--- src/core_settings.svh ---
// Core configuration macros
`ifndef CORE_SETTINGS_SVH
`define CORE_SETTINGS_SVH

// data and address width
`define XLEN 64

// integer register count
`define REG_NUM 32

// first fetch address
`define RESET_PC 64'h0

`endif
--- src/isa_pkg.sv ---
// RV64I encodings and decoded control
`include "core_settings.svh"

package isa_pkg;

    localparam int REG_AW = $clog2(`REG_NUM);

    typedef logic [REG_AW-1:0] reg_addr_t;

    typedef enum logic [6:0] {
        OPC_OP_IMM = 7'b0010011,
        OPC_OP     = 7'b0110011,
        OPC_LUI    = 7'b0110111,
        OPC_LOAD   = 7'b0000011,
        OPC_STORE  = 7'b0100011,
        OPC_BRANCH = 7'b1100011,
        OPC_JAL    = 7'b1101111,
        OPC_SYSTEM = 7'b1110011
    } opcode_e;

    typedef enum logic [2:0] {
        ALU_ADD    = 3'd0,  // also the bubble value
        ALU_SUB    = 3'd1,
        ALU_AND    = 3'd2,
        ALU_OR     = 3'd3,
        ALU_XOR    = 3'd4,
        ALU_SLT    = 3'd5,
        ALU_PASS_B = 3'd6   // lui and jal link value
    } alu_op_e;

    localparam logic [31:0] EBREAK_WORD = 32'h0010_0073;

    typedef struct packed {
        reg_addr_t rd;
        logic      reg_wen;
        logic      mem_read;   // ld
        logic      mem_write;  // sd
        alu_op_e   alu_op;
        logic      ebreak;
    } ctrl_t;

endpackage

--- src/pipe_pkg.sv ---
// Pipeline boundary payloads
`include "core_settings.svh"

package pipe_pkg;
    import isa_pkg::*;

    typedef logic [`XLEN-1:0] xword_t;

    typedef struct packed {
        xword_t      pc;
        logic [31:0] instr;
        logic        valid;
    } if_id_t;

    typedef struct packed {
        xword_t pc;
        ctrl_t  ctrl;
        xword_t op_a;
        xword_t op_b;
        xword_t st_data;
    } id_ex_t;

    typedef struct packed {
        xword_t pc;
        ctrl_t  ctrl;
        xword_t alu_res;   // effective address for ld/sd
        xword_t st_data;
    } ex_mem_t;

    typedef struct packed {
        xword_t pc;
        ctrl_t  ctrl;
        xword_t result;
    } mem_wb_t;

    // forwarding source seen by decode
    typedef struct packed {
        logic      valid;    // data field is ready
        logic      reg_wen;
        logic      is_load;
        reg_addr_t rd;
        xword_t    data;
    } bypass_t;

endpackage

--- src/if_stage.sv ---
// Program counter and instruction fetch
`include "core_settings.svh"

module if_stage
    import pipe_pkg::*;
(
    input  logic        clk_i,
    input  logic        arst_n_i,
    input  logic        stall_i,
    input  logic        redirect_i,
    input  xword_t      redirect_pc_i,
    output xword_t      imem_addr_o,
    input  logic [31:0] imem_data_i,
    output if_id_t      fetch_o
);

    xword_t pc_q;

    always_ff @(posedge clk_i or negedge arst_n_i) begin
        if (!arst_n_i) begin
            pc_q <= `RESET_PC;
        end else if (!stall_i) begin
            pc_q <= redirect_i ? redirect_pc_i : pc_q + 4;  // taken branch or jal
        end
    end

    assign imem_addr_o   = pc_q;
    assign fetch_o.pc    = pc_q;
    assign fetch_o.instr = imem_data_i;  // combinational rom read
    assign fetch_o.valid = 1'b1;

    // branch and jal targets from decode keep word alignment
    a_pc_aligned: assert property (
        @(posedge clk_i) disable iff (!arst_n_i)
        pc_q[1:0] == 2'b00
    );

endmodule

--- config.mk ---
export PLATFORM = sky130hd
export DESIGN_NAME = if_stage
export DESIGN_NICKNAME = d
export VERILOG_FILES = /design/src/isa_pkg.sv /design/src/pipe_pkg.sv /design/src/if_stage.sv
export VERILOG_INCLUDE_DIRS = /design/src /design/src/src
export SDC_FILE = /design/constraint.sdc
export NUM_CORES = 1
export LEC_CHECK = 0
export ABC_AREA = 1
export BUFFER_PORTS_ARGS = -buffer_cell sky130_fd_sc_hd__buf_4
export CORE_MARGIN = 1
export CORE_UTILIZATION = 49
export CTS_CLUSTER_DIAMETER = 40
export DETAILED_ROUTE_END_ITERATION = 12
export MAX_ROUTING_LAYER = met4
export PLACE_DENSITY = 0.82
export SYNTH_ARGS = -nofsm -noshare
export SYNTH_HDL_FRONTEND = slang
export SYNTH_SLANG_ARGS = --single-unit
--- constraint.sdc ---
create_clock -name clk_i -period 2.6 [get_ports clk_i]
set_clock_uncertainty 0.15 [all_clocks]
set_input_delay 0.13 -clock clk_i [delete_from_list [all_inputs] [get_ports clk_i]]
set_output_delay 0.13 -clock clk_i [all_outputs]
set_load 0.01 [all_outputs]
Word-level counts from Yosys, hierarchy flattened
Cells that the tools add are included.
Word-level totals
  bits in registers: 64
  bits of input ports: 100
  output and inout bits: 161
Operators by class
  add/subtract/negate cells: 1
  muxes and demuxes: 1
Operators with widths (number)
  $add 64x3->64 const B: 1
  $mux 64: 1

Depth between registers and ports, before layout
  depth in word-level cells: 2
  depth in mapped cells: 12
  depth with buffers taken out: 12

Worst setup path after synthesis
Ideal clock, no wire load.
  path type: register to register
  from: reg pc_q[2], in the netlist imem_addr_o[2]
  to: reg pc_q[40], in the netlist imem_addr_o[40]
  setup time: 0.117 ns
  data arrival time: 1.654 ns
  data required time: 2.333 ns
  path slack: 0.680 ns
  cell stages (with the launch flop): 13
  period minus slack after synthesis: 1.920 ns
  cell sequence: dfrtp_1 > ha_1 > nand2_2 > nor2_8 > nand2_4 > nor2_8 > nand2_2 > nor2_1 > nand2_1 > nand2_1 > nand2_1 > nand2_1 > nand2_1
On the way
  word-level cells in the longest chain between the ends: 2
RTL lines
  from (decl): line if_stage.sv:17  | xword_t pc_q;
  from (signal assigned): line if_stage.sv:21  | pc_q <= `RESET_PC;
  from (signal assigned): line if_stage.sv:23  | pc_q <= redirect_i ? redirect_pc_i : pc_q + 4;
  $add 64x3->64: line if_stage.sv:23
  $mux 64: line if_stage.sv:23
Every way passes these cells.
A chain may end at the register's enable or synchronous reset.

Final worst setup path
  from: reg pc_q[12], in the netlist imem_addr_o[12]
  to: reg pc_q[13], in the netlist imem_addr_o[13]
The elaborated chain is that of the path after synthesis.

==> impl_metrics.yaml <==
run_status:
  outcome: "finished clean"
logic_synthesis:
  yosys.area_share.adder_pct: 0.2092
  synth_compound_area_share_pct: 7.971
  synth_area_mm2: 0.005981
  ys_warn_count: 0
  synth_top_area_share_pct: 26.78
  yosys.area.top_type: "dfrtp_1"
  synth_edf_count: 0
  synth_mux_area_share_pct: 0.5649
  synth_fp_nets: 1084
  synthCells: 983
  synth_top_family_by_area: "simple AND/OR/NAND/NOR gates"
  ys_seq_elements: 64
  synth_area_leaders: "dfrtp_1 (27%), nand2_1 (21%), buf_4 (12%)"
  post_synth_xor_area_fraction_pct: 0.8787
  synth_cell_type_count: 33
  async_flop_share_pct: 100.0
  ys.flop_type: "dfrtp_1"
  yosysSeqAreaShare_pct: 26.78
  syn-mean-instance-area_um2: 6.084
  yosys.area_share.simple_pct: 44.08
finish:
  largest_reg_flops: 64
  num_antenna_cells: 0
  final_layout_size_suffix_gt1_share_pct: 22.30
  layout.nets: 1236
  area_delta_synth_final_pct: 29.23
setup_path:
  worst_path_most_repeated_cell: "nor2_1"
  startpoint_type: "flip-flop"
  crit_path_max_incr_delay_ns: 0.57
  setup.worst_path.class: "reg2reg"
  arrival_ns: 2.41
  reg2reg_setup_slack_ns: 0.31
  path_cells: "nand2_1 > nor2_1 > nand3_1 > xnor2_1 > nor2_1 > o21ai_0 > dlygate4sd3_1"
  critPathRequiredTime_ns: 2.73
  cpMaxStageDelayCell: "dlygate4sd3_1"
  crit_path_max_fanout: 6
  end_kind: "flip-flop"
  r2r_cells: 7
sta:
  setup_slack_ns: 0.3147
  slew_viol_final: 0
  rsz0062_at_grt: "no"
  min_period_ns: 2.285
  finalHoldViolCount: 0
  slew_headroom_pct: 40.62
  holdWs_ns: 0.01719
  finalSetupViolCount: 0
  setup_tns_ns: 0
  fin_crit_sh_pct: 87.90
  fmax_ghz: 0.4376
  worstMarginPinSlew_ns: 0.8908
power_and_ir_drop:
  power_frac_comb_pct: 33.3
  worst_ir_drop_vdd_uv: 422.4
  p_sw_mw: 1.423
  power.total_mw: 3.862
  powerDensity_mw_per_mm2: 499.7
  cellLeakagePower_nw: 3.924
  p_seq_share_pct: 36.5
  swShare_pct: 36.83
  power_frac_clock_pct: 30.2
  p_int_mw: 2.440
placed_design:
  gp_congestion: 0.9598
  place.port_buffers: 195
  place_worst_setup_slack_ns: 0.4063
  place.detailed.hpwl_um: 16770
floorplanning:
  die-area_mm2: 0.01265
  die_y_um: 112.5
  die-width_um: 112.5
  design.core.area_mm2: 0.01166
  pin_count: 261
  start_util_pct: 51.28
  rows: 39
route:
  route.detailed.drc: 0
  drt-initial-drc-count: 654
  wl_um: 23250
  antenna_left: 0
  vias_per_cell: 5.455
  vias: 6993
  dr.pass1.iters: 5
  post_drt_wl_per_cell_um: 18.14
clock_network:
  numCtsBuffers: 9
  cts_tree: "done"
  clk_pin_slew_worst_paths_ns: 0.05
  h-tree-depth: 3
  cts_setup_buffers: 0
  clockBufferDepth: 2
  cts_resized: 0
  clock-sinks: 64
  clock_latency_ns: 0.34
  cts_root_buf: "clkbuf_16"
flow_run:
  cap_violations: 0
global_routing:
  grt_pass1_vias: 6523
  grt-ovfl-total: 0
  gr-usage-all-layers_pct: 38.64
  grt_pass1_wl_um: 35940
  grt_max_degree: 65
  antenna_found_initial: 0
worst_hold_path:
  hold_depth: 4
  hp-class: "in2reg"
-- routing by layer --
metal,global-route usage [%],share of wire [%]
met2,60.29,47
met1,47.33,40
met5,-,0
met3,8.747,9.1
met4,18.67,4.3
-- per-stage QoR --
step                area (um^2)  util, %  instances
floorplan                  5981        -        983
global placement           6854    58.77       1207
detailed placement         6854    58.77       1207
CTS                        7729    66.27       1282
global route               7729    66.27       1282
finish                     7729    66.27       1282
-- cell usage after synthesis (3+ instances only) --
cell type / n
buf_4: 98
dfrtp_1: 64
nand2_1: 342
o22ai_1: 8
o21bai_1: 4
nor2_8: 3
xor2_1: 3
mux2_2: 3
o21ai_0: 27
nand3_1: 97
nand4_1: 13
a21oi_1: 20
nor2_2: 4
o211ai_1: 10
nand2_2: 8
o21ai_1: 14
inv_2: 7
nor3_1: 9
inv_1: 82
buf_1: 3
nor2_4: 7
xnor2_1: 3
nor2_1: 123
clkbuf_1: 18
buf_2: 3
-- cell families after synthesis --
kind of cell	after synthesis
compound gates	85
xor+xnor	6
fa+ha+maj	1
buf+inv	211
flops	64
mux	3
other cells	1
simple gates	612
-- power by group through the flow --
stage / registers [mW] / clock network [mW] / logic (mW)
after floorplan: 1.39 / 0 / 0.743
after global placement: 1.41 / 0 / 1.18
after detailed placement: 1.42 / 0 / 1.19
after CTS: 1.40 / 1.17 / 1.27
after global routing: 1.43 / 1.22 / 1.40
final: 1.41 / 1.16 / 1.29
-- layout make-up --
class                      count  area, um^2
fill                        1066        3934
multi-input combinational    708        3216
timing repair buffer         263        2125
sequential                    64        1602
inverter                      89       334.1
clock buffer                  12       256.5
tap                          143       178.9
clock inverter                 3       17.52
-- layout by cell type (no fill, tap or decap), types with 8 or more instances in the layout --
| cell type | count |
|---|---|
| dfrtp_1 | 64 |
| inv_1 | 82 |
| clkbuf_16 | 9 |
| nand3_1 | 97 |
| dlygate4sd3_1 | 60 |
| nor3_1 | 9 |
| buf_4 | 203 |
| o21ai_0 | 27 |
| nand4_1 | 13 |
| nand2_2 | 8 |
| nand2_1 | 342 |
| a21oi_1 | 20 |
| o211ai_1 | 10 |
| nor2_1 | 123 |
| o21ai_1 | 14 |
| o22ai_1 | 8 |
-- worst paths after layout --
kind,from,endpoint
worst max-delay path,imem_addr_o[12],imem_addr_o[13]
worst min-delay path,redirect_pc_i[33],imem_addr_o[33]
worst max register to register,imem_addr_o[12],imem_addr_o[13]
min in group asynchronous,arst_n_i,imem_addr_o[26]
max in group asynchronous,arst_n_i,imem_addr_o[54]
worst min register to register,imem_addr_o[0],imem_addr_o[0]
-- critical path: cells and delay by family (launching register included) --
| family | cells | cell delay (ns) |
|---|---|---|
| compound gates | 1 | 0.17 |
| xor+xnor | 1 | 0.19 |
| buf+inv | 1 | 0.57 |
| flops | 1 | 0.46 |
| simple gates | 4 | 0.69 |
-- repair_timing --
item | CTS | global route
endpoints found under the hold margin | 122 | 0
setup endpoints to repair | 0 | 0
hold buffers | 60 | 0
(Power assumes the default switching activity.)
