==> src/core_settings.svh <==
// Core configuration macros
`ifndef CORE_SETTINGS_SVH
`define CORE_SETTINGS_SVH

// data and address width
`define XLEN 64

// integer register count
`define REG_NUM 32

// first fetch address
`define RESET_PC 64'h0

`endif
==> src/isa_pkg.sv <==
// RV64I encodings and decoded control
`include "core_settings.svh"

package isa_pkg;

    localparam int REG_AW = $clog2(`REG_NUM);

    typedef logic [REG_AW-1:0] reg_addr_t;

    typedef enum logic [6:0] {
        OPC_OP_IMM = 7'b0010011,
        OPC_OP     = 7'b0110011,
        OPC_LUI    = 7'b0110111,
        OPC_LOAD   = 7'b0000011,
        OPC_STORE  = 7'b0100011,
        OPC_BRANCH = 7'b1100011,
        OPC_JAL    = 7'b1101111,
        OPC_SYSTEM = 7'b1110011
    } opcode_e;

    typedef enum logic [2:0] {
        ALU_ADD    = 3'd0,  // also the bubble value
        ALU_SUB    = 3'd1,
        ALU_AND    = 3'd2,
        ALU_OR     = 3'd3,
        ALU_XOR    = 3'd4,
        ALU_SLT    = 3'd5,
        ALU_PASS_B = 3'd6   // lui and jal link value
    } alu_op_e;

    localparam logic [31:0] EBREAK_WORD = 32'h0010_0073;

    typedef struct packed {
        reg_addr_t rd;
        logic      reg_wen;
        logic      mem_read;   // ld
        logic      mem_write;  // sd
        alu_op_e   alu_op;
        logic      ebreak;
    } ctrl_t;

endpackage

==> src/pipe_pkg.sv <==
// Pipeline boundary payloads
`include "core_settings.svh"

package pipe_pkg;
    import isa_pkg::*;

    typedef logic [`XLEN-1:0] xword_t;

    typedef struct packed {
        xword_t      pc;
        logic [31:0] instr;
        logic        valid;
    } if_id_t;

    typedef struct packed {
        xword_t pc;
        ctrl_t  ctrl;
        xword_t op_a;
        xword_t op_b;
        xword_t st_data;
    } id_ex_t;

    typedef struct packed {
        xword_t pc;
        ctrl_t  ctrl;
        xword_t alu_res;   // effective address for ld/sd
        xword_t st_data;
    } ex_mem_t;

    typedef struct packed {
        xword_t pc;
        ctrl_t  ctrl;
        xword_t result;
    } mem_wb_t;

    // forwarding source seen by decode
    typedef struct packed {
        logic      valid;    // data field is ready
        logic      reg_wen;
        logic      is_load;
        reg_addr_t rd;
        xword_t    data;
    } bypass_t;

endpackage

==> src/mem_stage.sv <==
// Memory stage with Wishbone data master
`include "core_settings.svh"

module mem_stage
    import isa_pkg::*;
    import pipe_pkg::*;
(
    input  logic               clk_i,
    input  logic               arst_n_i,
    input  ex_mem_t            op_i,
    output mem_wb_t            res_o,
    output bypass_t            byp_o,
    output logic               bus_stall_o,
    output logic               wb_cyc_o,
    output logic               wb_stb_o,
    output logic               wb_we_o,
    output xword_t             wb_adr_o,
    output logic [`XLEN/8-1:0] wb_sel_o,
    output xword_t             wb_dat_o,
    input  xword_t             wb_dat_i,
    input  logic               wb_ack_i
);

    logic   mem_op;
    logic   done_q;
    xword_t rdata_q;
    xword_t result;

    assign mem_op = op_i.ctrl.mem_read | op_i.ctrl.mem_write;

    // request held until ack, then one idle cycle while the pipe moves
    assign wb_cyc_o    = mem_op && !done_q;
    assign wb_stb_o    = wb_cyc_o;
    assign wb_we_o     = op_i.ctrl.mem_write;
    assign wb_adr_o    = op_i.alu_res;
    assign wb_sel_o    = '1;  // double words only
    assign wb_dat_o    = op_i.st_data;
    assign bus_stall_o = wb_cyc_o;

    always_ff @(posedge clk_i or negedge arst_n_i) begin
        if (!arst_n_i) begin
            done_q <= 1'b0;
        end else begin
            done_q <= wb_cyc_o && wb_ack_i;
        end
    end

    always_ff @(posedge clk_i) begin
        if (wb_cyc_o && wb_ack_i && !wb_we_o) begin
            rdata_q <= wb_dat_i;
        end
    end

    assign result = op_i.ctrl.mem_read ? rdata_q : op_i.alu_res;

    assign res_o.pc     = op_i.pc;
    assign res_o.ctrl   = op_i.ctrl;
    assign res_o.result = result;

    assign byp_o.valid   = !op_i.ctrl.mem_read || done_q;
    assign byp_o.reg_wen = op_i.ctrl.reg_wen;
    assign byp_o.is_load = op_i.ctrl.mem_read;
    assign byp_o.rd      = op_i.ctrl.rd;
    assign byp_o.data    = result;

    // address comes from the ex/mem register, frozen by the bus stall
    a_adr_stable: assert property (
        @(posedge clk_i) disable iff (!arst_n_i)
        (wb_stb_o && !wb_ack_i) |=> (wb_stb_o && $stable(wb_adr_o))
    );

endmodule

==> config.mk <==
export PLATFORM = sky130hd
export DESIGN_NAME = mem_stage
export DESIGN_NICKNAME = d
export VERILOG_FILES = /design/src/isa_pkg.sv /design/src/pipe_pkg.sv /design/src/mem_stage.sv
export VERILOG_INCLUDE_DIRS = /design/src /design/src/src
export SDC_FILE = /design/constraint.sdc
export NUM_CORES = 1
export LEC_CHECK = 0
export BUFFER_PORTS_ARGS = -buffer_cell sky130_fd_sc_hd__buf_2
export CAP_MARGIN = 20
export CORE_AREA = 2 2 242 244
export CTS_CLUSTER_DIAMETER = 40
export CTS_CLUSTER_SIZE = 24
export DETAILED_ROUTE_END_ITERATION = 8
export DIE_AREA = 0 0 244 246
export GPL_TIMING_DRIVEN = 0
export PLACE_DENSITY = 0.38
export REMOVE_ABC_BUFFERS = 1
export SYNTH_ARGS = -nofsm -noshare
export SYNTH_HDL_FRONTEND = slang
export SYNTH_SLANG_ARGS = --single-unit
==> constraint.sdc <==
create_clock -name clk_i -period 2.6 [get_ports clk_i]
set_clock_uncertainty 0.1 [all_clocks]
set_input_delay 0.65 -clock clk_i [delete_from_list [all_inputs] [get_ports clk_i]]
set_output_delay 0.65 -clock clk_i [all_outputs]
set_load 0.01 [all_outputs]
-- Word level (Yosys, flattened, before mapping)
Index checks and enable logic that the tools add are counted.
- bits of input ports: 271
- latch bits: 0
- output and inout bits: 352
- word-level logic and storage cells: 11
- bits in read-only memories: 0
- memories: 0
- register bits: 65
- bits in writable memories: 0
- multipliers: 0
- mux-type cells: 1
- $lt $le $gt $ge: 0
- div/mod/pow operators: 0
- bitwise operators: 1
- equality and inequality tests: 0
- shift-type cells: 0
- add/subtract/negate cells: 0
- reduce and logical (&&, ||, !) cells: 7
- operator list (kind ; count):
    $mux W64 ; 1
    $logic_and A1 B1 Y1 ; 3
    $logic_not A1 Y1 ; 3
    $logic_or A1 B1 Y1 ; 1
    $or A1 B1 Y1 ; 1

-- Logic depth before layout (Yosys ltp)
- depth in word-level cells: 4
- mapped depth: 5
- depth with buffers taken out: 2

-- Worst setup path after synthesis
No wires, ideal clock.
- kind: input port to flip-flop
- start: in op_i[133] in the netlist's numbering
- end: reg rdata_q[0], enable pin
- setup time: 0.430 ns
- stages on the path: 3
- path slack: -0.502 ns
- path buffers: 2
- data arrival time: 2.572 ns
- required time: 2.070 ns
- path through: buf_4 buf_6 and4bb_1
- longest elaborated chain between the ends: 4
- RTL lines (what ; line ; source):
    start, declared ; mem_stage.sv:10 ; input ex_mem_t op_i,
    $or A1 B1 Y1 ; mem_stage.sv:29 ; assign mem_op = op_i.ctrl.mem_read | op_i.ctrl.mem_write;
    $logic_and A1 B1 Y1 ; mem_stage.sv:32 ; assign wb_cyc_o = mem_op && !done_q;
    $logic_and A1 B1 Y1 (2 in a row) ; mem_stage.sv:49 ; if (wb_cyc_o && wb_ack_i && !wb_we_o) begin
    end signal, assigned ; mem_stage.sv:50 ; rdata_q <= wb_dat_i;
    end, declared ; mem_stage.sv:26 ; xword_t rdata_q;
Every way passes these cells.
A chain may end at the register's enable or synchronous reset.

==> results.txt <==
The worst register-to-register path ends at rdata_q[62]. The count of clock tree sinks is 65. The floorplan has 88 rows. The total wire length is 41.6 mm. The instance count along the most critical hold path came out at 1. The largest vdd supply drop came out at 0.289 mV.

The worst register-to-register path has a depth of 2. The number of instances in the synthesized netlist came out at 428. The count of flip-flops with a built-in enable after synthesis is 64. The via count of the first global-routing pass is 3109. The per-cell via count in the routed design is 2.69. Routability-driven placement finished with a final weighted congestion of 0.748. The power density over cell area is 510 nW/um^2.

The total design power is 2.92 mW. The total negative slack for setup checks is 0 ns. The startpoint identified for the worst hold timing path is wb_dat_i[49]. The number of design rule violations left after detail routing is 0. The total setup buffers inserted after CTS is 0. The required time of the critical path came out at 1.85 ns. After synthesis, the most frequently instantiated cells are sky130_fd_sc_hd__buf_4 (287), sky130_fd_sc_hd__edfxtp_1 (64), sky130_fd_sc_hd__mux2_2 (37). The number of antenna violations at the first check in global routing came out at 7.

The buffer levels on the longest clock path is 2. The number of placed cells counting well taps came out at 1241. The count of nets left with antenna violations once routing finished came out at 0.

The fraction of final layout cells sized beyond drive strength 1 came out at 78.9%. After synthesis the netlist holds a flip-flop and latch count of 65. The number of vias in the routed layout came out at 3392. After synthesis, the cell types taking the most area are sky130_fd_sc_hd__buf_4 (44%), sky130_fd_sc_hd__edfxtp_1 (39%), sky130_fd_sc_hd__mux2_2 (8.5%). The number of pins with negative max-slew slack in the final report was 0.

The synthesis-to-finish area growth is 16.6%. The horizontal die dimension came out at 244 um. The number of synthesis warnings came out at 0. In this run the worst path has a maximum fanout of 25.

The top flip-flop cell by instance count after synthesis is sky130_fd_sc_hd__edfxtp_1. The achievable frequency came out at 400 MHz. The total global routing track utilization is 13.5%. The clock slew at the register clock pins of the worst setup and hold paths is 0.06 ns.

The standard cell core area is 57400 sq um. The startpoint of the worst register-to-register path is done_q. The average wire per cell in the routed design is 33.0 um. The path with the worst hold slack has its endpoint at rdata_q[49].

Among all stages on the critical path, the largest delay is contributed by sky130_fd_sc_hd__mux2_2. The minimum clock period came out at 2.50 ns. The initial cell density of the core is 8.57%. The final instance count without filler cells is 1259. The static power due to leakage came out at 2.37 nW. The most common cell in the synthesized netlist is sky130_fd_sc_hd__buf_4. The number of fillers in the final layout is 6629. The data arrival time of the critical path came out at 1.75 ns.

The slack of the worst reg-to-reg path came out at 0.84 ns. In this run the cell area of the synthesized design comes to 4910 sq um. Setup repair after global routing left no endpoint under its margin. The number of antenna diodes in the final layout is 0. The signal on the critical path passes through buf_8 > buf_16 > mux2_2 > buf_2. The number of distinct library cells after synthesis came out at 12. Counting flops with an async set or reset pin after synthesis yields a share of 1.54%. The worst hold path belongs to the class input pin to register. The count of final hold-check violations came out at 0. The wire length of the first global-routing pass is 48.1 mm. The net count reported at finish is 760.

The flip-flop and latch area came out at 1950 sq um. The fraction of the yosys area taken by sequential cells is 39.6%. Clock tree synthesis inserted a total of 9 buffers. The multi-input combinational cells in the finished layout cover a total of 793 sq um.

In this run the number of H-tree levels came out at 3. The final clock period utilization by the worst path came out at 96.2%. The number of I/O pins is 623. The first TritonRoute pass finished after 4 iterations. The cell sitting at the root of the clock tree is a sky130_fd_sc_hd__clkbuf_16. For this run the aggregate overflow at the end of global routing stands at 0.

The tool flagged a number of max-cap violations equal to 0. STA classifies the critical path startpoint as an input pin. The area of the die came out at 60000 sq um. The estimated wirelength of the detail-placed design came out at 35.0 mm. The run finished with clean final reports. In this run the biggest area consumer among cell types represents 43.9% of the synthesized area. The largest single stage delay on the critical path is 0.45 ns. The critical path starts at op_i[133]. TritonCTS built the clock tree.

Port buffering added 332 buffers. The clock latency at the later pin of the worst-skew pair is 0.36 ns. In this run, the number of DRC markers left after iteration 0 of detailed routing was 139. The critical path is of the input pin to output port type.

The die outline height came out at 246 um. The maximum number of pins on one net before global-route repair came out at 50. The worst hold margin came out at 0.358 ns. The final setup violation count came out at 0.

Summed over all instances, the cell type with the most area after synthesis is sky130_fd_sc_hd__buf_4. STA classifies the critical path endpoint as an output port. The synthesized area divided by synthesized cell count came out at 11.5 sq um.
==> report_power, final <==
part	internal, mW	switching (mW)	leakage, nW
clock network	0.643	0.504	0.133
logic	0.264	0.314	1.64
registers	1.19	0.00793	0.597
total	2.09	0.827	2.37
==> placed cells by master, fill, tap and decap left out, drive strengths merged <==
master,n
mux2,64
nor2,2
dlygate4sd3,1
conb,8
nor3b,1
and4bb,1
clkbuf,11
clkinv,5
edfxtp,64
buf,335
nand2b,1
dfrtp,1
==> worst max-delay path, delay by kind of cell <==
family                 cells  cell delay (ns)
multiplexers               1             0.45
buffers and inverters      3             0.60
==> worst max path at each step <==
| stage | end | slack [ns] | cells past startpoint |
|---|---|---|---|
| floorplan | rdata_q[0] | -0.24 | 1 |
| global placement | rdata_q[49] | -2.62 | 2 |
| detailed placement | res_o[49] | -0.17 | 4 |
| CTS | byp_o[4] | 0.04 | 4 |
| global route | byp_o[49] | 0.04 | 4 |
| finish | res_o[49] | 0.1 | 4 |
==> repair_timing <==
action	CTS	global route
setup endpoints to repair	33	4
hold buffers	1	0
gates resized for setup	4	1
hold endpoints to repair	1	0
gates cloned	1	0
==> area by class of cell <==
| class | count | share of cell area (%) |
|---|---|---|
| flip-flops and latches | 65 | 34.0 |
| repair buffers | 336 | 30.8 |
| well taps | 765 | 16.7 |
| multi-input cells | 77 | 13.9 |
| clock buffers | 11 | 4.06 |
| clock inverters | 5 | 0.568 |
==> logic make-up after synthesis <==
group | share of synthesized area (%)
other | 0.0763
muxes | 14.7
and+or+nand+nor | 0.789
DFF | 39.6
buffers and inverters | 44.8
==> registers in the layout, summed over array words and instances, names as in the netlist <==
signal,cells
rdata_q,64
done_q,1
==> per-stage QoR <==
step / util [%] / area (sq um) / worst slack, ns
global route: 9.98 / 5730 / 0.0367
detailed placement: 9.44 / 5420 / -0.169
floorplan: - / 2740 / -0.243
finish: 9.98 / 5730 / 0.0982
CTS: 9.99 / 5730 / 0.0422
global placement: 9.34 / 5360 / -2.62
==> per-layer routing <==
layer / track usage (%) / routed length, um / vias to the layer above
met1: 12.4 / 13500 / 1418
met4: 2.39 / 435 / 22
met2: 16.9 / 15100 / 657
met5: 10.0 / 1000 / -
li1: - / - / 1250
met3: 18.1 / 11500 / 45
No activity file was read; power rests on OpenSTA's default activity.
