==> src/core_settings.svh <==
// Core configuration macros
`ifndef CORE_SETTINGS_SVH
`define CORE_SETTINGS_SVH

// data and address width
`define XLEN 64

// integer register count
`define REG_NUM 32

// first fetch address
`define RESET_PC 64'h0

`endif
==> src/isa_pkg.sv <==
// RV64I encodings and decoded control
`include "core_settings.svh"

package isa_pkg;

    localparam int REG_AW = $clog2(`REG_NUM);

    typedef logic [REG_AW-1:0] reg_addr_t;

    typedef enum logic [6:0] {
        OPC_OP_IMM = 7'b0010011,
        OPC_OP     = 7'b0110011,
        OPC_LUI    = 7'b0110111,
        OPC_LOAD   = 7'b0000011,
        OPC_STORE  = 7'b0100011,
        OPC_BRANCH = 7'b1100011,
        OPC_JAL    = 7'b1101111,
        OPC_SYSTEM = 7'b1110011
    } opcode_e;

    typedef enum logic [2:0] {
        ALU_ADD    = 3'd0,  // also the bubble value
        ALU_SUB    = 3'd1,
        ALU_AND    = 3'd2,
        ALU_OR     = 3'd3,
        ALU_XOR    = 3'd4,
        ALU_SLT    = 3'd5,
        ALU_PASS_B = 3'd6   // lui and jal link value
    } alu_op_e;

    localparam logic [31:0] EBREAK_WORD = 32'h0010_0073;

    typedef struct packed {
        reg_addr_t rd;
        logic      reg_wen;
        logic      mem_read;   // ld
        logic      mem_write;  // sd
        alu_op_e   alu_op;
        logic      ebreak;
    } ctrl_t;

endpackage

==> src/pipe_pkg.sv <==
// Pipeline boundary payloads
`include "core_settings.svh"

package pipe_pkg;
    import isa_pkg::*;

    typedef logic [`XLEN-1:0] xword_t;

    typedef struct packed {
        xword_t      pc;
        logic [31:0] instr;
        logic        valid;
    } if_id_t;

    typedef struct packed {
        xword_t pc;
        ctrl_t  ctrl;
        xword_t op_a;
        xword_t op_b;
        xword_t st_data;
    } id_ex_t;

    typedef struct packed {
        xword_t pc;
        ctrl_t  ctrl;
        xword_t alu_res;   // effective address for ld/sd
        xword_t st_data;
    } ex_mem_t;

    typedef struct packed {
        xword_t pc;
        ctrl_t  ctrl;
        xword_t result;
    } mem_wb_t;

    // forwarding source seen by decode
    typedef struct packed {
        logic      valid;    // data field is ready
        logic      reg_wen;
        logic      is_load;
        reg_addr_t rd;
        xword_t    data;
    } bypass_t;

endpackage

==> src/ex_stage.sv <==
// Execute stage ALU
`include "core_settings.svh"

module ex_stage
    import isa_pkg::*;
    import pipe_pkg::*;
(
    input  id_ex_t  op_i,
    output ex_mem_t res_o,
    output bypass_t byp_o
);

    xword_t alu_res;
    logic   lt;

    assign lt = $signed(op_i.op_a) < $signed(op_i.op_b);

    always_comb begin
        case (op_i.ctrl.alu_op)
            ALU_SUB:    alu_res = op_i.op_a - op_i.op_b;
            ALU_AND:    alu_res = op_i.op_a & op_i.op_b;
            ALU_OR:     alu_res = op_i.op_a | op_i.op_b;
            ALU_XOR:    alu_res = op_i.op_a ^ op_i.op_b;
            ALU_SLT:    alu_res = {{(`XLEN-1){1'b0}}, lt};
            ALU_PASS_B: alu_res = op_i.op_b;
            default:    alu_res = op_i.op_a + op_i.op_b;  // add and address
        endcase
    end

    assign res_o.pc      = op_i.pc;
    assign res_o.ctrl    = op_i.ctrl;
    assign res_o.alu_res = alu_res;
    assign res_o.st_data = op_i.st_data;

    assign byp_o.valid   = !op_i.ctrl.mem_read;  // load data not here yet
    assign byp_o.reg_wen = op_i.ctrl.reg_wen;
    assign byp_o.is_load = op_i.ctrl.mem_read;
    assign byp_o.rd      = op_i.ctrl.rd;
    assign byp_o.data    = alu_res;

endmodule

==> config.mk <==
export PLATFORM = sky130hd
export DESIGN_NAME = ex_stage
export DESIGN_NICKNAME = d
export VERILOG_FILES = /design/src/isa_pkg.sv /design/src/pipe_pkg.sv /design/src/ex_stage.sv
export VERILOG_INCLUDE_DIRS = /design/src /design/src/src
export SDC_FILE = /design/constraint.sdc
export NUM_CORES = 1
export LEC_CHECK = 0
export ABC_AREA = 1
export BUFFER_PORTS_ARGS = -buffer_cell sky130_fd_sc_hd__clkbuf_2
export CAP_MARGIN = 15
export CELL_PAD_IN_SITES_DETAIL_PLACEMENT = 0
export CELL_PAD_IN_SITES_GLOBAL_PLACEMENT = 2
export CORE_UTILIZATION = 27
export DETAILED_ROUTE_END_ITERATION = 16
export PLACE_DENSITY_LB_ADDON = 0.1
export SLEW_MARGIN = 20
export SYNTH_ARGS = -nofsm -noshare
export SYNTH_HDL_FRONTEND = slang
export SYNTH_SLANG_ARGS = --single-unit
==> constraint.sdc <==
create_clock -name vclk -period 4.7
set_clock_uncertainty 0.2 [all_clocks]
set_input_delay 0.235 -clock vclk [all_inputs]
set_output_delay 0.235 -clock vclk [all_outputs]
set_load 0.005 [all_outputs]
Word-level counts from Yosys, hierarchy flattened

Cells that the tools add are included.

Output and inout bits: 276
Input bits: 268
Bits in registers: 0

Eq/ne operators: 6
Mux-type cells: 1
Add/subtract/negate cells: 2
Magnitude comparators: 1
Bitwise gates (word level): 3
Reduce and logical (&&, ||, !) cells: 1

Operators by type and width:

| cell                 | count |
|---|---|
| $pmux W64 S6         | 1 |
| $add A64 B64 Y64     | 1 |
| $and A64 B64 Y64     | 1 |
| $lt A64 B64 Y1       | 1 |
| $or A64 B64 Y64      | 1 |
| $sub A64 B64 Y64     | 1 |
| $xor A64 B64 Y64     | 1 |
| $eq A3 B3 Y1 const B | 3 |
| $eq A3 B2 Y1 const B | 2 |
| $eq A3 B1 Y1 const B | 1 |
| $logic_not A1 Y1     | 1 |

Logic depth before layout (Yosys ltp)

Gate-level depths: netlist (run 1).

Depth in word-level cells: 2
Depth in mapped cells: 20

Worst setup path after synthesis (run 1)

OpenSTA, ideal clock, no wires.

Path kind: input-to-output
Start: in op_i[64] (netlist bit)
End: out res_o[96] (netlist bit)
Path slack: 2.133 ns
Data required time: 4.265 ns
Stages on the path: 17
Data arrival time: 2.132 ns
Cells stage by stage: ha_1 inv_1 fa_1 inv_1 nand3_1 nand2_1 inv_1 o21ai_1 nand2_1 nand3_2 nand2_1 nand2_1 nand2_1 nand2_1 nor2_1 a21oi_1 buf_4

RTL lines:

| element         | line          | text |
|---|---|---|
| start, declared | ex_stage.sv:8 | `input id_ex_t op_i,` |
| end, declared   | ex_stage.sv:9 | `output ex_mem_t res_o,` |

==> impl_metrics.toml, run 1 <==
[detailed_routing]
drc = 0
wirelength_mm = 95.4
via_count = 19400
ant_nets = 0
drt_iter0_drc = 1672
avgRoutedWirePerCell_um = 24.9
vias_per_cell = 5.07
first_pass_iters = 6

[clock_tree]
cts_setup_buffers = 0
cts_resized = 0
postCtsHoldBufs = 0

[pwr]
finalPower_mw = 2.27
ir_drop_mv = 0.0724
p_per_area_nw_per_um2 = 140
p_leak_nw = 9.58

[synthesis]
synth_cell_types = 48
ys_seq_area_share_pct = 0
synth.avg_cell_area_um2 = 5.14
synth_simple_gate_area_share_pct = 38.8
synth.area.mux_share_pct = 0
synthesis.nets = 3540
synth_compound_area_share_pct = 17.0
synthXorXnorAreaFrac_pct = 1.05
synth_top_family_by_area = "simple AND/OR/NAND/NOR gates"
synth_cells = 3078
yosys_warnings = 0
syn_area_um2 = 15800
synthAdderAreaFrac_pct = 15.5

[layout]
antenna-diode-count = 0
seq_cells = 0
clockBufferCount = 0
register_area_um2 = 0
final_util_pct = 28.2
drive_gt1_share_pct = 10.9
n_fill_cell = 7001
nets = 3537
syn_to_final_growth_pct = 2.99

[grt]
antenna_found_initial = 0
grt_util_all_layers_pct = 30.7
grt_overflow_total = 0
grt_pass1_vias = 18300
grt_max_degree = 47
grt_pass1_wl_mm = 132

[timing]
fmax_ghz = 0.246
min_period_over_period_pct = 86.4
maxSlewViolCount = 0
rsz0062_at_grt = "false"
tightest_slew_ns = 0.991
setup_tns_ns = 0
setup_viol = 0
max-slew-margin-rel_pct = 33.9
finalHoldViolations = 0
post-route-min-period_ns = 4.06

[worst_hold_path]
hp-class = "in -> out"
min_from = "op_i[24]"
min_to = "res_o[24]"
hold_path_depth = 0

[die]
die_w_um = 244
pin_count = 544
core_um2 = 57800
die-area_um2 = 59500
die_h_um = 244
initial_core_util_pct = 27.3
rows = 88

[critical_path]
critPathKind = "in -> out"
arrival_ns = 3.63
critPathMaxFanout = 4
worstPathRequired_ns = 4.26
start_kind = "input pin"
worst_setup_path_end_kind = "output port"

[place]
dp.final_hpwl_mm = 82.8
place_congestion = 0.987
portBuffers = 266

[flow_run]
drv_cap = 0

[outcome]
outcome = "finished clean"
## cells by family (layout without fill, tap and decap cells)
kind of cell,after synthesis,after routing
buffers and inverters,914,909
xor gates and xnor gates,19,19
and+or+nand+nor,1492,1492
AOI/OAI and AO/OA,459,459
adders and majority gates,194,194
## cells in the mapped netlist, drive strengths merged
cell type  count  share of area (%)
nand4         33                1.3
o211ai         4               0.19
a21boi         1              0.048
ha           192                 15
o21ai        115                3.6
nor4           4               0.16
nor3          32                1.2
a32oi          1              0.055
fa             2               0.25
buf          272                 12
or2            2              0.079
o2111ai        5               0.28
o221ai        10               0.55
a211oi         5               0.24
o21a           3               0.14
nand3b         2              0.095
a31oi          1              0.040
xor2          19                1.1
inv          617                 15
nor2         298                7.2
and2           4               0.16
o21bai        26                1.2
nand2        886                 21
nand3        229                7.4
clkinv         1              0.024
a21o           1              0.048
o311ai         3               0.17
a22oi          2              0.095
a221oi        39                2.2
a21oi        201                6.5
and3           2              0.079
o22ai         42                1.7
clkbuf        24               0.63
## through the flow
step	setup slack [ns]	std cells	instance area [µm²]	hold WS, ns
detailed placement	0.659	3838	16300	0.270
floorplan	2.13	3078	15800	0.297
global route	0.437	3838	16300	0.270
CTS	0.659	3838	16300	0.270
finish	0.637	3838	16300	0.270
global placement	0.659	3838	16300	0.270
## where the power goes
part | internal (mW) | switching (mW)
clock network | 0 | 0
logic | 0.652 | 1.62
registers | 0 | 0
total | 0.652 | 1.62
## area by class of cell
cell class                 instances  area, µm²  share of cell area (%)
inverter                         618       2320                    14.3
tap                              765        957                    5.88
multi-input combinational       2164      11500                    70.5
timing repair buffer             291       1530                    9.41
## cell usage in the layout (no fill, tap or decap), drive strengths merged, types with 5 or more instances in the layout
master / count
nor2: 298
nand3: 229
o221ai: 10
inv: 617
ha: 192
o21bai: 26
o2111ai: 5
a221oi: 39
o22ai: 42
clkbuf: 266
o21ai: 115
nand4: 33
a211oi: 5
buf: 25
nand2: 886
nor3: 32
xor2: 19
a21oi: 201
## worst max-delay path by stage
| stage | end | slack, ns | cells past startpoint | startpoint |
|---|---|---|---|---|
| final | res_o[106] | 0.64 | 19 | op_i[64] |
| after global routing | byp_o[42] | 0.44 | 19 | op_i[64] |
| after CTS | byp_o[42] | 0.66 | 19 | op_i[64] |
| after detailed placement | byp_o[42] | 0.66 | 19 | op_i[64] |
| after global placement | byp_o[42] | 0.66 | 19 | op_i[64] |
| after floorplan | res_o[96] | 2.13 | 17 | op_i[64] |
## layer usage
layer	up-vias	GRT usage (%)	wire, µm
met5	-	0	0
met4	0	9.14	3200
met3	121	2.66	4970
met2	794	52.4	44600
met1	9118	40.6	42700
li1	9408	-	-
## critical path: stages
cell and delay (ns):
clkbuf_2 0.12, ha_1 0.33, inv_1 0.13, fa_1 0.41, inv_1 0.10, nand3_1 0.08
nand2_1 0.25, nand2_1 0.08, nand2_1 0.31, nand2_1 0.10, nand2_1 0.24, nand3_1 0.12
nand2_1 0.30, nand2_1 0.16, nand2_1 0.09, nand2_1 0.04, nand3_1 0.09, nand3_1 0.23
clkbuf_2 0.20
Note: power is estimated with default switching activity, not from simulation.
==> inputs of run 2 (changes only) <==
PLACE_DENSITY = 0.95   (was unset)
PLACE_DENSITY_LB_ADDON = unset   (was 0.1)
==> run 2 against run 1 <==
  * Sequential share of layout area stayed put
  * Non-clock buffer count shrank 5
  * Largest cell class unchanged
  * Critical path depth decreased by 1
  * Critical endpoint is now byp_o[32]
  * First-iteration DRC count is 8.0% higher
  * Die area unchanged
  * Flip-flop and latch count unchanged
==> impl_metrics.toml, run 2 (synthesized netlist as in run 1, its figures left out) <==
[outcome]
outcome = "finished clean"

[critical_path]
critPathKind = "in -> out"
worst_setup_path_end_kind = "output port"
critPathMaxFanout = 4
cp_top_family = "simple AND/OR/NAND/NOR gates"
start_kind = "input pin"
worst_path_max_delay_cell = "o21ai_1"
cpPeakStageDelay_ns = 0.53
cp_num_buf_inv = 5
path_cells = "clkbuf_2, ha_1, inv_1, fa_1, inv_1, nand3_1, nand2_1, inv_1, o21ai_1, nand2_1, nand3_2, nand2_1, nand2_1, nand2_1, nand2_1, nor2_1, a21oi_1, clkbuf_2"
cpMostUsedCell = "nand2_1"
worstPathRequired_ns = 4.26
arrival_ns = 3.40

[timing]
tightest_slew_ns = 0.886
maxSlewViolCount = 0
rsz0062_at_grt = "false"
min_period_over_period_pct = 81.7
setup_viol = 0
fmax_ghz = 0.260
finalHoldViolations = 0
setup_tns_ns = 0
max-slew-margin-rel_pct = 40.9
post-route-min-period_ns = 3.84

[place]
dp.final_hpwl_mm = 70.4
portBuffers = 266
place_congestion = 1.01

[grt]
grt.met2_usage_pct = 42.5
grt_util_all_layers_pct = 26.1
grt-busiest-layer = "met2"
grt_pass1_wl_mm = 117
grt_pass1_vias = 18400
grtUsageMet1_pct = 35.1
use_met3_pct = 3.42
grt_max_degree = 60
grt_overflow_total = 0
antenna_found_initial = 0

[layout]
layout_common_cells = "nand2_1, inv_1, nor2_1"
clockBufferCount = 0
seq_cells = 0
nets = 3532
final_common_cell = "nand2_1"
antenna-diode-count = 0
final_util_pct = 28.1
syn_to_final_growth_pct = 2.75
drive_gt1_share_pct = 10.7
n_fill_cell = 6947
register_area_um2 = 0

[flow_run]
drv_cap = 0

[pwr]
p_int_uw = 648
p_leak_nw = 9.55
p_per_area_nw_per_um2 = 134
clockPowerShare_pct = 0
p_seq_share_pct = 0
combPwrFrac_pct = 100.0
power.switching_mw = 1.53
p_sw_share_pct = 70.2
ir_drop_mv = 0.0386

[die]
die-area_um2 = 59500
die_w_um = 244
core_um2 = 57800
die_h_um = 244
pin_count = 544
initial_core_util_pct = 27.3
rows = 88

[detailed_routing]
first_pass_iters = 5
drt_iter0_drc = 1805
wirelength_mm = 81.0
drc = 0
via_count = 19500
vias_per_cell = 5.09
avgRoutedWirePerCell_um = 21.1
ant_nets = 0

[clock_tree]
cts_resized = 0
postCtsHoldBufs = 0
cts_setup_buffers = 0

[worst_hold_path]
hp-class = "in -> out"
-- run 2: changes by cell type in the layout (fill, tap and decap cells not counted) --
| cell | change |
|---|---|
| buf_4 | -5 |
| clkinv_1 | +2 |
| clkinv_2 | -1 |
| inv_2 | -1 |
-- run 2: area by class of cell --
| cell class | count | area [µm²] | area share [%] |
|---|---|---|---|
| well taps | 765 | 957 | 5.89 |
| inverters | 618 | 2320 | 14.3 |
| multi-input cells | 2164 | 11500 | 70.6 |
| repair buffers | 286 | 1490 | 9.20 |
-- run 2: power groups by stage --
stage	logic, mW	registers, mW	clock network, mW
global placement	2.13	0	0
finish	2.17	0	0
detailed placement	2.12	0	0
floorplan	1.45	0	0
CTS	2.13	0	0
global route	2.36	0	0
-- run 2: final timing paths --
kind	slack [ns]	from	endpoint	cells past startpoint
worst min-delay path	0.27	op_i[0]	res_o[0]	0
worst max-delay path	0.86	op_i[64]	byp_o[32]	18
-- run 2: through the flow --
step                      area, µm²  hold WS, ns  power [mW]  cells  setup WS [ns]
after floorplan               15800        0.297        1.45   3078           2.13
after global placement        16200        0.270        2.13   3833          0.970
after detailed placement      16200        0.270        2.12   3833          0.984
after CTS                     16200        0.270        2.13   3833          0.973
after global routing          16200        0.270        2.36   3833          0.716
final                         16200        0.270        2.17   3833          0.861
-- run 2: routing by layer --
| layer | up-vias | wire length [µm] |
|---|---|---|
| met4 | 0 | 3040 |
| met3 | 139 | 6540 |
| met2 | 904 | 35500 |
| met1 | 9069 | 35900 |
| met5 | - | 0 |
| li1 | 9406 | - |
