### src/core_settings.svh
// Core configuration macros
`ifndef CORE_SETTINGS_SVH
`define CORE_SETTINGS_SVH

// data and address width
`define XLEN 64

// integer register count
`define REG_NUM 32

// first fetch address
`define RESET_PC 64'h0

`endif
### src/isa_pkg.sv
// RV64I encodings and decoded control
`include "core_settings.svh"

package isa_pkg;

    localparam int REG_AW = $clog2(`REG_NUM);

    typedef logic [REG_AW-1:0] reg_addr_t;

    typedef enum logic [6:0] {
        OPC_OP_IMM = 7'b0010011,
        OPC_OP     = 7'b0110011,
        OPC_LUI    = 7'b0110111,
        OPC_LOAD   = 7'b0000011,
        OPC_STORE  = 7'b0100011,
        OPC_BRANCH = 7'b1100011,
        OPC_JAL    = 7'b1101111,
        OPC_SYSTEM = 7'b1110011
    } opcode_e;

    typedef enum logic [2:0] {
        ALU_ADD    = 3'd0,  // also the bubble value
        ALU_SUB    = 3'd1,
        ALU_AND    = 3'd2,
        ALU_OR     = 3'd3,
        ALU_XOR    = 3'd4,
        ALU_SLT    = 3'd5,
        ALU_PASS_B = 3'd6   // lui and jal link value
    } alu_op_e;

    localparam logic [31:0] EBREAK_WORD = 32'h0010_0073;

    typedef struct packed {
        reg_addr_t rd;
        logic      reg_wen;
        logic      mem_read;   // ld
        logic      mem_write;  // sd
        alu_op_e   alu_op;
        logic      ebreak;
    } ctrl_t;

endpackage

### src/pipe_pkg.sv
// Pipeline boundary payloads
`include "core_settings.svh"

package pipe_pkg;
    import isa_pkg::*;

    typedef logic [`XLEN-1:0] xword_t;

    typedef struct packed {
        xword_t      pc;
        logic [31:0] instr;
        logic        valid;
    } if_id_t;

    typedef struct packed {
        xword_t pc;
        ctrl_t  ctrl;
        xword_t op_a;
        xword_t op_b;
        xword_t st_data;
    } id_ex_t;

    typedef struct packed {
        xword_t pc;
        ctrl_t  ctrl;
        xword_t alu_res;   // effective address for ld/sd
        xword_t st_data;
    } ex_mem_t;

    typedef struct packed {
        xword_t pc;
        ctrl_t  ctrl;
        xword_t result;
    } mem_wb_t;

    // forwarding source seen by decode
    typedef struct packed {
        logic      valid;    // data field is ready
        logic      reg_wen;
        logic      is_load;
        reg_addr_t rd;
        xword_t    data;
    } bypass_t;

endpackage

### src/id_stage.sv
// Decode, forwarding and branch resolution
`include "core_settings.svh"

module id_stage
    import isa_pkg::*;
    import pipe_pkg::*;
(
    input  if_id_t    fetch_i,
    output reg_addr_t rs1_addr_o,
    output reg_addr_t rs2_addr_o,
    input  xword_t    rs1_data_i,
    input  xword_t    rs2_data_i,
    input  bypass_t   ex_byp_i,
    input  bypass_t   mem_byp_i,
    input  bypass_t   wb_byp_i,
    output logic      redirect_o,
    output xword_t    redirect_pc_o,
    output logic      load_stall_o,
    output id_ex_t    dec_o
);

    logic [31:0] instr;
    opcode_e     opcode;
    logic [2:0]  funct3;
    logic [6:0]  funct7;
    reg_addr_t   rd;
    xword_t      imm_i;
    xword_t      imm_s;
    xword_t      imm_b;
    xword_t      imm_u;
    xword_t      imm_j;
    xword_t      rs1_val;
    xword_t      rs2_val;
    xword_t      op_b;
    logic        uses_rs1;
    logic        uses_rs2;
    logic        taken;
    ctrl_t       ctrl;

    function automatic logic hit(bypass_t byp, reg_addr_t addr);
        return byp.valid && byp.reg_wen && byp.rd == addr;
    endfunction

    assign instr      = fetch_i.instr;
    assign opcode     = opcode_e'(instr[6:0]);
    assign rd         = instr[11:7];
    assign funct3     = instr[14:12];
    assign funct7     = instr[31:25];
    assign rs1_addr_o = instr[19:15];
    assign rs2_addr_o = instr[24:20];

    assign imm_i = {{(`XLEN-12){instr[31]}}, instr[31:20]};
    assign imm_s = {{(`XLEN-12){instr[31]}}, instr[31:25], instr[11:7]};
    assign imm_b = {{(`XLEN-12){instr[31]}}, instr[7], instr[30:25], instr[11:8], 1'b0};
    assign imm_u = {{(`XLEN-32){instr[31]}}, instr[31:12], 12'b0};
    assign imm_j = {{(`XLEN-20){instr[31]}}, instr[19:12], instr[20], instr[30:21], 1'b0};

    // youngest producer first
    assign rs1_val = (rs1_addr_o == '0)         ? '0             :
                     hit(ex_byp_i, rs1_addr_o)  ? ex_byp_i.data  :
                     hit(mem_byp_i, rs1_addr_o) ? mem_byp_i.data :
                     hit(wb_byp_i, rs1_addr_o)  ? wb_byp_i.data  : rs1_data_i;
    assign rs2_val = (rs2_addr_o == '0)         ? '0             :
                     hit(ex_byp_i, rs2_addr_o)  ? ex_byp_i.data  :
                     hit(mem_byp_i, rs2_addr_o) ? mem_byp_i.data :
                     hit(wb_byp_i, rs2_addr_o)  ? wb_byp_i.data  : rs2_data_i;

    always_comb begin
        ctrl          = '0;
        ctrl.rd       = rd;
        op_b          = rs2_val;
        taken         = 1'b0;
        redirect_pc_o = fetch_i.pc + imm_b;
        case (opcode)
            OPC_OP_IMM: ctrl.reg_wen = (funct3 == 3'b000);  // addi only
            OPC_OP: begin
                ctrl.reg_wen = 1'b1;
                case ({funct7, funct3})
                    10'b0000000_000: ctrl.alu_op = ALU_ADD;
                    10'b0100000_000: ctrl.alu_op = ALU_SUB;
                    10'b0000000_111: ctrl.alu_op = ALU_AND;
                    10'b0000000_110: ctrl.alu_op = ALU_OR;
                    10'b0000000_100: ctrl.alu_op = ALU_XOR;
                    10'b0000000_010: ctrl.alu_op = ALU_SLT;
                    default:         ctrl.reg_wen = 1'b0;
                endcase
            end
            OPC_LUI: begin
                ctrl.reg_wen = 1'b1;
                ctrl.alu_op  = ALU_PASS_B;
            end
            OPC_LOAD: begin
                ctrl.reg_wen  = (funct3 == 3'b011);  // ld only
                ctrl.mem_read = (funct3 == 3'b011);
            end
            OPC_STORE: ctrl.mem_write = (funct3 == 3'b011);  // sd only
            OPC_BRANCH: begin
                if (funct3 == 3'b000) begin
                    taken = (rs1_val == rs2_val);
                end else if (funct3 == 3'b001) begin
                    taken = (rs1_val != rs2_val);
                end
            end
            OPC_JAL: begin
                ctrl.reg_wen  = 1'b1;
                ctrl.alu_op   = ALU_PASS_B;
                taken         = 1'b1;
                redirect_pc_o = fetch_i.pc + imm_j;
            end
            OPC_SYSTEM: ctrl.ebreak = (instr == EBREAK_WORD);
            default: ;  // unknown opcode leaves a bubble
        endcase
        case (opcode)
            OPC_OP_IMM, OPC_LOAD: op_b = imm_i;
            OPC_STORE:            op_b = imm_s;
            OPC_LUI:              op_b = imm_u;
            OPC_JAL:              op_b = fetch_i.pc + 4;  // link value
            default: ;
        endcase
        if (rd == '0) begin
            ctrl.reg_wen = 1'b0;  // x0 stays zero
        end
        if (!fetch_i.valid) begin
            ctrl  = '0;
            taken = 1'b0;
        end
    end

    assign uses_rs1 = !(opcode inside {OPC_LUI, OPC_JAL});
    assign uses_rs2 = opcode inside {OPC_OP, OPC_STORE, OPC_BRANCH};

    // ld in execute feeding this instruction
    assign load_stall_o = fetch_i.valid && ex_byp_i.is_load && ex_byp_i.rd != '0 &&
                          ((uses_rs1 && ex_byp_i.rd == rs1_addr_o) ||
                           (uses_rs2 && ex_byp_i.rd == rs2_addr_o));
    assign redirect_o   = taken && !load_stall_o;

    assign dec_o.pc      = fetch_i.pc;
    assign dec_o.ctrl    = ctrl;
    assign dec_o.op_a    = rs1_val;
    assign dec_o.op_b    = op_b;
    assign dec_o.st_data = rs2_val;

endmodule

### config.mk
export PLATFORM = sky130hd
export DESIGN_NAME = id_stage
export DESIGN_NICKNAME = d
export VERILOG_FILES = /design/src/isa_pkg.sv /design/src/pipe_pkg.sv /design/src/id_stage.sv
export VERILOG_INCLUDE_DIRS = /design/src /design/src/src
export SDC_FILE = /design/constraint.sdc
export NUM_CORES = 1
export LEC_CHECK = 0
export BUFFER_PORTS_ARGS = -buffer_cell sky130_fd_sc_hd__buf_2
export CELL_PAD_IN_SITES_DETAIL_PLACEMENT = 0
export CELL_PAD_IN_SITES_GLOBAL_PLACEMENT = 1
export CORE_AREA = 2 2 302 304
export DETAILED_ROUTE_END_ITERATION = 12
export DIE_AREA = 0 0 304 306
export GPL_TIMING_DRIVEN = 0
export PLACE_DENSITY_LB_ADDON = 0.25
export SLEW_MARGIN = 0
export SYNTH_ARGS = -nofsm -noshare
export SYNTH_HDL_FRONTEND = slang
export SYNTH_SLANG_ARGS = --single-unit
### constraint.sdc
create_clock -name vclk -period 12.6
set_input_delay 2.52 -clock vclk [all_inputs]
set_output_delay 2.52 -clock vclk [all_outputs]
set_load 0.02 [all_outputs]
# Yosys cells after proc, flatten, opt, wreduce, memory -nomap -nowiden
# Index checks and enable logic that the tools add are counted.
dict set report word_totals {
  register_bits 0
  out_inout_bits 344
  word_cells 79
  inputBits 441
}
dict set report classes {
  mux 23
  n_eq_ne 24
  reduce_logical 29
  n_addsub 3
}
# cell n
set op_table {}
lappend op_table {{$mux W64} 9}
lappend op_table {{$pmux W64 S4} 1}
lappend op_table {{$add A64 B64 Y64} 2}
lappend op_table {{$add A64 B3 Y64 const B} 1}
lappend op_table {{$eq A64 B64 Y1} 1}
lappend op_table {{$ne A64 B64 Y1} 1}
lappend op_table {{$eq A32 B21 Y1 const B} 1}
lappend op_table {{$eq A10 B3 Y1 const B} 3}
lappend op_table {{$eq A5 B5 Y1} 6}
lappend op_table {{$eq A7 B6 Y1 const B} 3}
lappend op_table {{$eq A7 B7 Y1 const B} 3}
lappend op_table {{$logic_and A1 B1 Y1} 15}
lappend op_table {{$logic_not A5 Y1} 3}
lappend op_table {{$pmux W3 S5} 1}
lappend op_table {{$mux W12} 1}
lappend op_table {{$eq A10 B2 Y1 const B} 1}
lappend op_table {{$eq A10 B9 Y1 const B} 1}
lappend op_table {{$logic_not A10 Y1} 1}
lappend op_table {{$mux W1} 8}
lappend op_table {{$eq A7 B2 Y1 const B} 1}
lappend op_table {{$eq A7 B5 Y1 const B} 1}
lappend op_table {{$pmux W3 S2} 1}
lappend op_table {{$reduce_or A6 Y1} 1}
lappend op_table {{$reduce_bool A5 Y1} 1}
lappend op_table {{other kinds (10)} 12}

# Logic depth before layout (Yosys ltp)
# Gate-level depths: netlist of run 1.
dict set report logic_depth {
  ltp_word 12
  mapped_depth 20
  depth_no_buf 17
}

# Worst setup path before layout of run 1
# Ideal clock, no wire load.
dict set report synth_path {
  path_kind {in2out}
  from {input port fetch_i[5] (netlist bit)}
  to {output port redirect_pc_o[62]}
  setup_slack_ns 3.113
  stages 19
  path_buffers 3
  arrival_time_ns 6.967
  t_required_ns 10.080
  cell_sequence {clkbuf_1 -> nand2b_1 -> nor3_1 -> clkbuf_1 -> buf_1 -> nand2_1 -> nand2_1 -> ha_1 -> a21o_1 -> a21o_1 -> a2111oi_0 -> o21ai_0 -> a221oi_1 -> o41a_1 -> o311ai_1 -> a21oi_2 -> o21ai_1 -> a221oi_2 -> xnor2_1}
}
dict set report synth_via {
  elab_chain_len 2
}
# element line_no
set synth_rtl {}
lappend synth_rtl {{start: declaration} id_stage.sv:8} ;# input if_id_t fetch_i,
lappend synth_rtl {{$eq A7 B7 Y1} id_stage.sv:74} ;# case (opcode)
lappend synth_rtl {{$mux W64} id_stage.sv:74}
lappend synth_rtl {{end: declaration} id_stage.sv:17} ;# output xword_t redirect_pc_o,
# No other way between the ends.

# Final worst setup path of run 1
dict set report layout_path {
  from {input port fetch_i[6] (netlist bit)}
  to {output port redirect_pc_o[62]}
}
# Same word-level chain as after synthesis.

==> results.cfg, run 1 <==
[status]
status = completed

[final_layout]
area_delta_synth_final_pct = 44.8
drive_gt1_share_pct = 33.4
register_area_sq_um = 0
n_sequential_cell = 0
fin_nets = 3189
multi_input_comb_area_sq_um = 10600
nFillCells = 10700
clkbuf_count = 0

[global_routing]
grt_pass1_vias = 18700
grt_pass1_wl_um = 162000
grt_start_max_net_pins = 49
grt_use_total_pct = 24.8
gr-total-overflow = 0
antenna_found_initial = 38

[yosys]
syn-cell-area_sq_um = 12100
yosysTopAreaCellShare_pct = 10.7
synth_nets = 2417
synth_largest_area_cell = xnor2_1
synth_area_leaders = xnor2_1, o21ai_0, a211oi_1, and3_1, a21oi_1
yosysSeqAreaShare_pct = 0
synth.avg_cell_area_sq_um = 6.33
synth.most_common_cell = o21ai_0
ys_types = 76
ys.warnings.count = 0
yosys-top-cells-count = o21ai_0, a21oi_1, xnor2_1
synthCells = 1912

[timing]
tns_ns = 0
whs_ns = 5.26
setup_viol = 0
tightest_slew_ns = 1.40
drv_slew = 0
timing.fmax_mhz = 84.5
post-route-min-period_ns = 11.84
min_period_over_period_pct = 93.9
slew_headroom_pct = 6.83
rsz0062_at_grt = false
hold_violations = 0

[critical_path]
crit_family = compound AO/OA/AOI/OAI gates
slowest_stage = a2111oi_0
start_kind = input pin
required_ns = 10.08
crit_fanout = 10
cp.arrival_ns = 9.32
path_cells = clkbuf_1 > nand2b_1 > nor3_1 > clkbuf_1 > buf_1 > nand2_1 > nand2_1 > ha_1 > a21o_1 > a21o_1 > a2111oi_0 > o21ai_0 > a221oi_2 > o41a_1 > o311ai_1 > a21oi_2 > o21ai_1 > a221oi_2 > xnor2_1 > buf_2
cp_num_buf_inv = 4
crit_type = in2out
end_kind = output pin
slowest_delay_ns = 0.94

[flow_run]
drv_cap = 0

[floorplan]
die_area_sq_um = 93000
initial_utilization_pct = 13.5
io_pins = 785
coreArea_sq_um = 89600
die-height_um = 306
die_w_um = 304
num_rows = 110

[placed_design]
port_buffers = 768
hpwl_um = 105000
place.gp.congestion = 0.924

[clock_network]
postCtsSetupBuffers = 0
hold_buffers = 0
cts_resized = 0

[routing]
drc_errors = 0
drt_wl_total_um = 122000
dr.pass1.iters = 5
vias = 19000
avgViaCountPerCell = 4.89
drtIter0Drc = 1943
wl_per_cell_um = 31.5
final_antenna_net_count = 0

[hold_path]
hold_path_class = in2out
-- area by class of cell --
| type | count | share of cell area, % |
|---|---|---|
| Antenna cell | 15 | 0.214 |
| Buffer | 238 | 7.10 |
| Inverter | 83 | 1.78 |
| Multi-Input combinational cell | 1591 | 60.3 |
| Tap cell | 1176 | 8.40 |
| Timing Repair Buffer | 770 | 22.2 |
-- metal layers --
metal,share of wire (%),track usage (%)
met1,42,31.4
met2,47,41.7
met3,8.5,5.98
met4,2.8,7.06
met5,0.081,0
-- path summary, 6_finish.rpt --
path | endpoint | cells after the start | startpoint
max | redirect_pc_o[62] | 20 | fetch_i[6]
min | rs1_addr_o[4] | 2 | fetch_i[20]
-- cells by family after synthesis --
logic type      Yosys count  share of synthesized area (%)
compound gates          720                           39.2
simple gates            580                           24.7
buf+inv                 321                           12.8
xor+xnor                214                           15.5
fa+ha+maj                64                           6.68
mux                      13                           1.08
-- through the flow --
step | cells | setup WS [ns] | util [%] | area (sq um)
finish | 3873 | 0.763 | 19.5 | 17500
global route | 3866 | 0.302 | 19.5 | 17500
CTS | 3857 | 0.366 | 19.5 | 17500
detailed placement | 3857 | 0.387 | 19.5 | 17500
global placement | 3856 | 0.349 | 19.4 | 17400
floorplan | 1912 | 3.11 | - | 12100
-- cells in the final DEF, fill, tap and decap left out, types with 24 or more instances in the layout --
master,n
a2bb2oi_1,24
nand2_1,135
inv_1,83
clkbuf_1,115
a211oi_1,111
nand4_1,34
nand3_1,46
and3_1,130
xnor2_1,148
xor2_1,66
o21ai_0,172
buf_4,77
ha_1,63
buf_2,796
a221oi_1,24
a21oi_1,158
nor2_1,124
a21o_1,53
o2bb2ai_1,41
==> run 2: changes to the inputs <==
PLACE_DENSITY = 0.54   (was default)
PLACE_DENSITY_LB_ADDON = default   (was 0.25)
==> results.cfg, run 2 (synthesis results as in run 1) <==
[final_layout]
drive_gt1_share_pct = 33.5
fin_nets = 3190
final_cell_mix = buf_2, o21ai_0, a21oi_1, xnor2_1, nand2_1
n_sequential_cell = 0
clkbuf_count = 0
register_area_sq_um = 0
layout_commonest_cell = buf_2
area_delta_synth_final_pct = 44.9

[floorplan]
die_area_sq_um = 93000
io_pins = 785
coreArea_sq_um = 89600
die_w_um = 304
die-height_um = 306
initial_utilization_pct = 13.5
num_rows = 110

[routing]
drtIter0Drc = 2070
dr.pass1.iters = 7
drc_errors = 0
wl_per_cell_um = 31.2
avgViaCountPerCell = 4.92
drt_wl_total_um = 121000
final_antenna_net_count = 0
vias = 19100

[clock_network]
cts_resized = 0
hold_buffers = 0
postCtsSetupBuffers = 0

[hold_path]
hold_path_depth = 2
holdPathEnd = rs1_addr_o[0]
min_from = fetch_i[16]
hold_path_class = in2out

[timing]
timing.fmax_mhz = 84.8
slew_headroom_pct = 2.86
setup_viol = 0
post-route-min-period_ns = 11.80
rsz0062_at_grt = false
min_period_over_period_pct = 93.6
hold_violations = 0
tightest_slew_ns = 1.45
drv_slew = 0
tns_ns = 0

[critical_path]
start_kind = input pin
end_kind = output pin
cp.arrival_ns = 9.28
crit_fanout = 10
required_ns = 10.08
crit_type = in2out
cp-startpoint = fetch_i[24]

[placed_design]
place.gp.congestion = 0.952
port_buffers = 768
hpwl_um = 106000

[global_routing]
grt_start_max_net_pins = 49
gr-total-overflow = 0
grt_pass1_wl_um = 161000
grt_pass1_vias = 18600
antenna_found_initial = 46
grt_use_total_pct = 24.6

[flow_run]
drv_cap = 0

[status]
status = completed
-- run 2: cell types whose count changed in the layout (fill, tap and decap cells not counted), sizes merged --
cell	change
diode	+5
clkdlybuf4s15	+1
-- run 2: worst max-delay path, stage by stage --
cell and delay (ns):
buf_2 0.24, xnor2_1 0.11, nand4_1 0.20, or2_1 0.13, buf_2 0.24, buf_2 0.35, clkbuf_1 0.52, clkbuf_1 1.02
a21oi_1 0.47, a31oi_1 1.18, xnor2_1 0.27, nor3_1 0.75, nand4b_1 0.47, or3_1 0.46, nand3_1 0.09, buf_2 0.20
-- run 2: final cells by class --
class / instances / area [sq um]
inverters: 83 / 312
fillers: 10600 / 72100
multi-input cells: 1591 / 10600
repair buffers: 771 / 3870
diodes: 20 / 50.0
plain buffers: 238 / 1250
well taps: 1176 / 1470
-- run 2: metal layers --
metal | routed length [um] | vias to the layer above | part of all wire (%) | track usage (%)
li1 | - | 8560 | - | -
met1 | 51700 | 9235 | 43 | 31.9
met2 | 55800 | 1090 | 46 | 40.6
met3 | 9780 | 173 | 8.1 | 5.65
met4 | 3480 | 16 | 2.9 | 6.90
met5 | 103 | - | 0.085 | 0
-- run 2: how the worst max path moves through the flow --
stage / end / slack (ns) / cells after the start
floorplan: redirect_pc_o[62] / 3.11 / 19
global placement: redirect_pc_o[58] / 0.37 / 20
detailed placement: redirect_pc_o[58] / 0.38 / 20
CTS: redirect_pc_o[58] / 0.35 / 20
global route: redirect_pc_o[58] / 0.23 / 20
finish: redirect_o / 0.80 / 16
-- run 2: per-stage QoR --
| step | worst slack (ns) | cell area [sq um] | hold WS [ns] | cells | utilization (%) |
|---|---|---|---|---|---|
| global route | 0.225 | 17500 | 5.26 | 3868 | 19.5 |
| CTS | 0.352 | 17500 | 5.26 | 3859 | 19.5 |
| detailed placement | 0.383 | 17500 | 5.26 | 3859 | 19.5 |
| global placement | 0.367 | 17400 | 5.26 | 3856 | 19.4 |
| floorplan | 3.11 | 12100 | 5.15 | 1912 | - |
| finish | 0.802 | 17500 | 5.26 | 3879 | 19.6 |
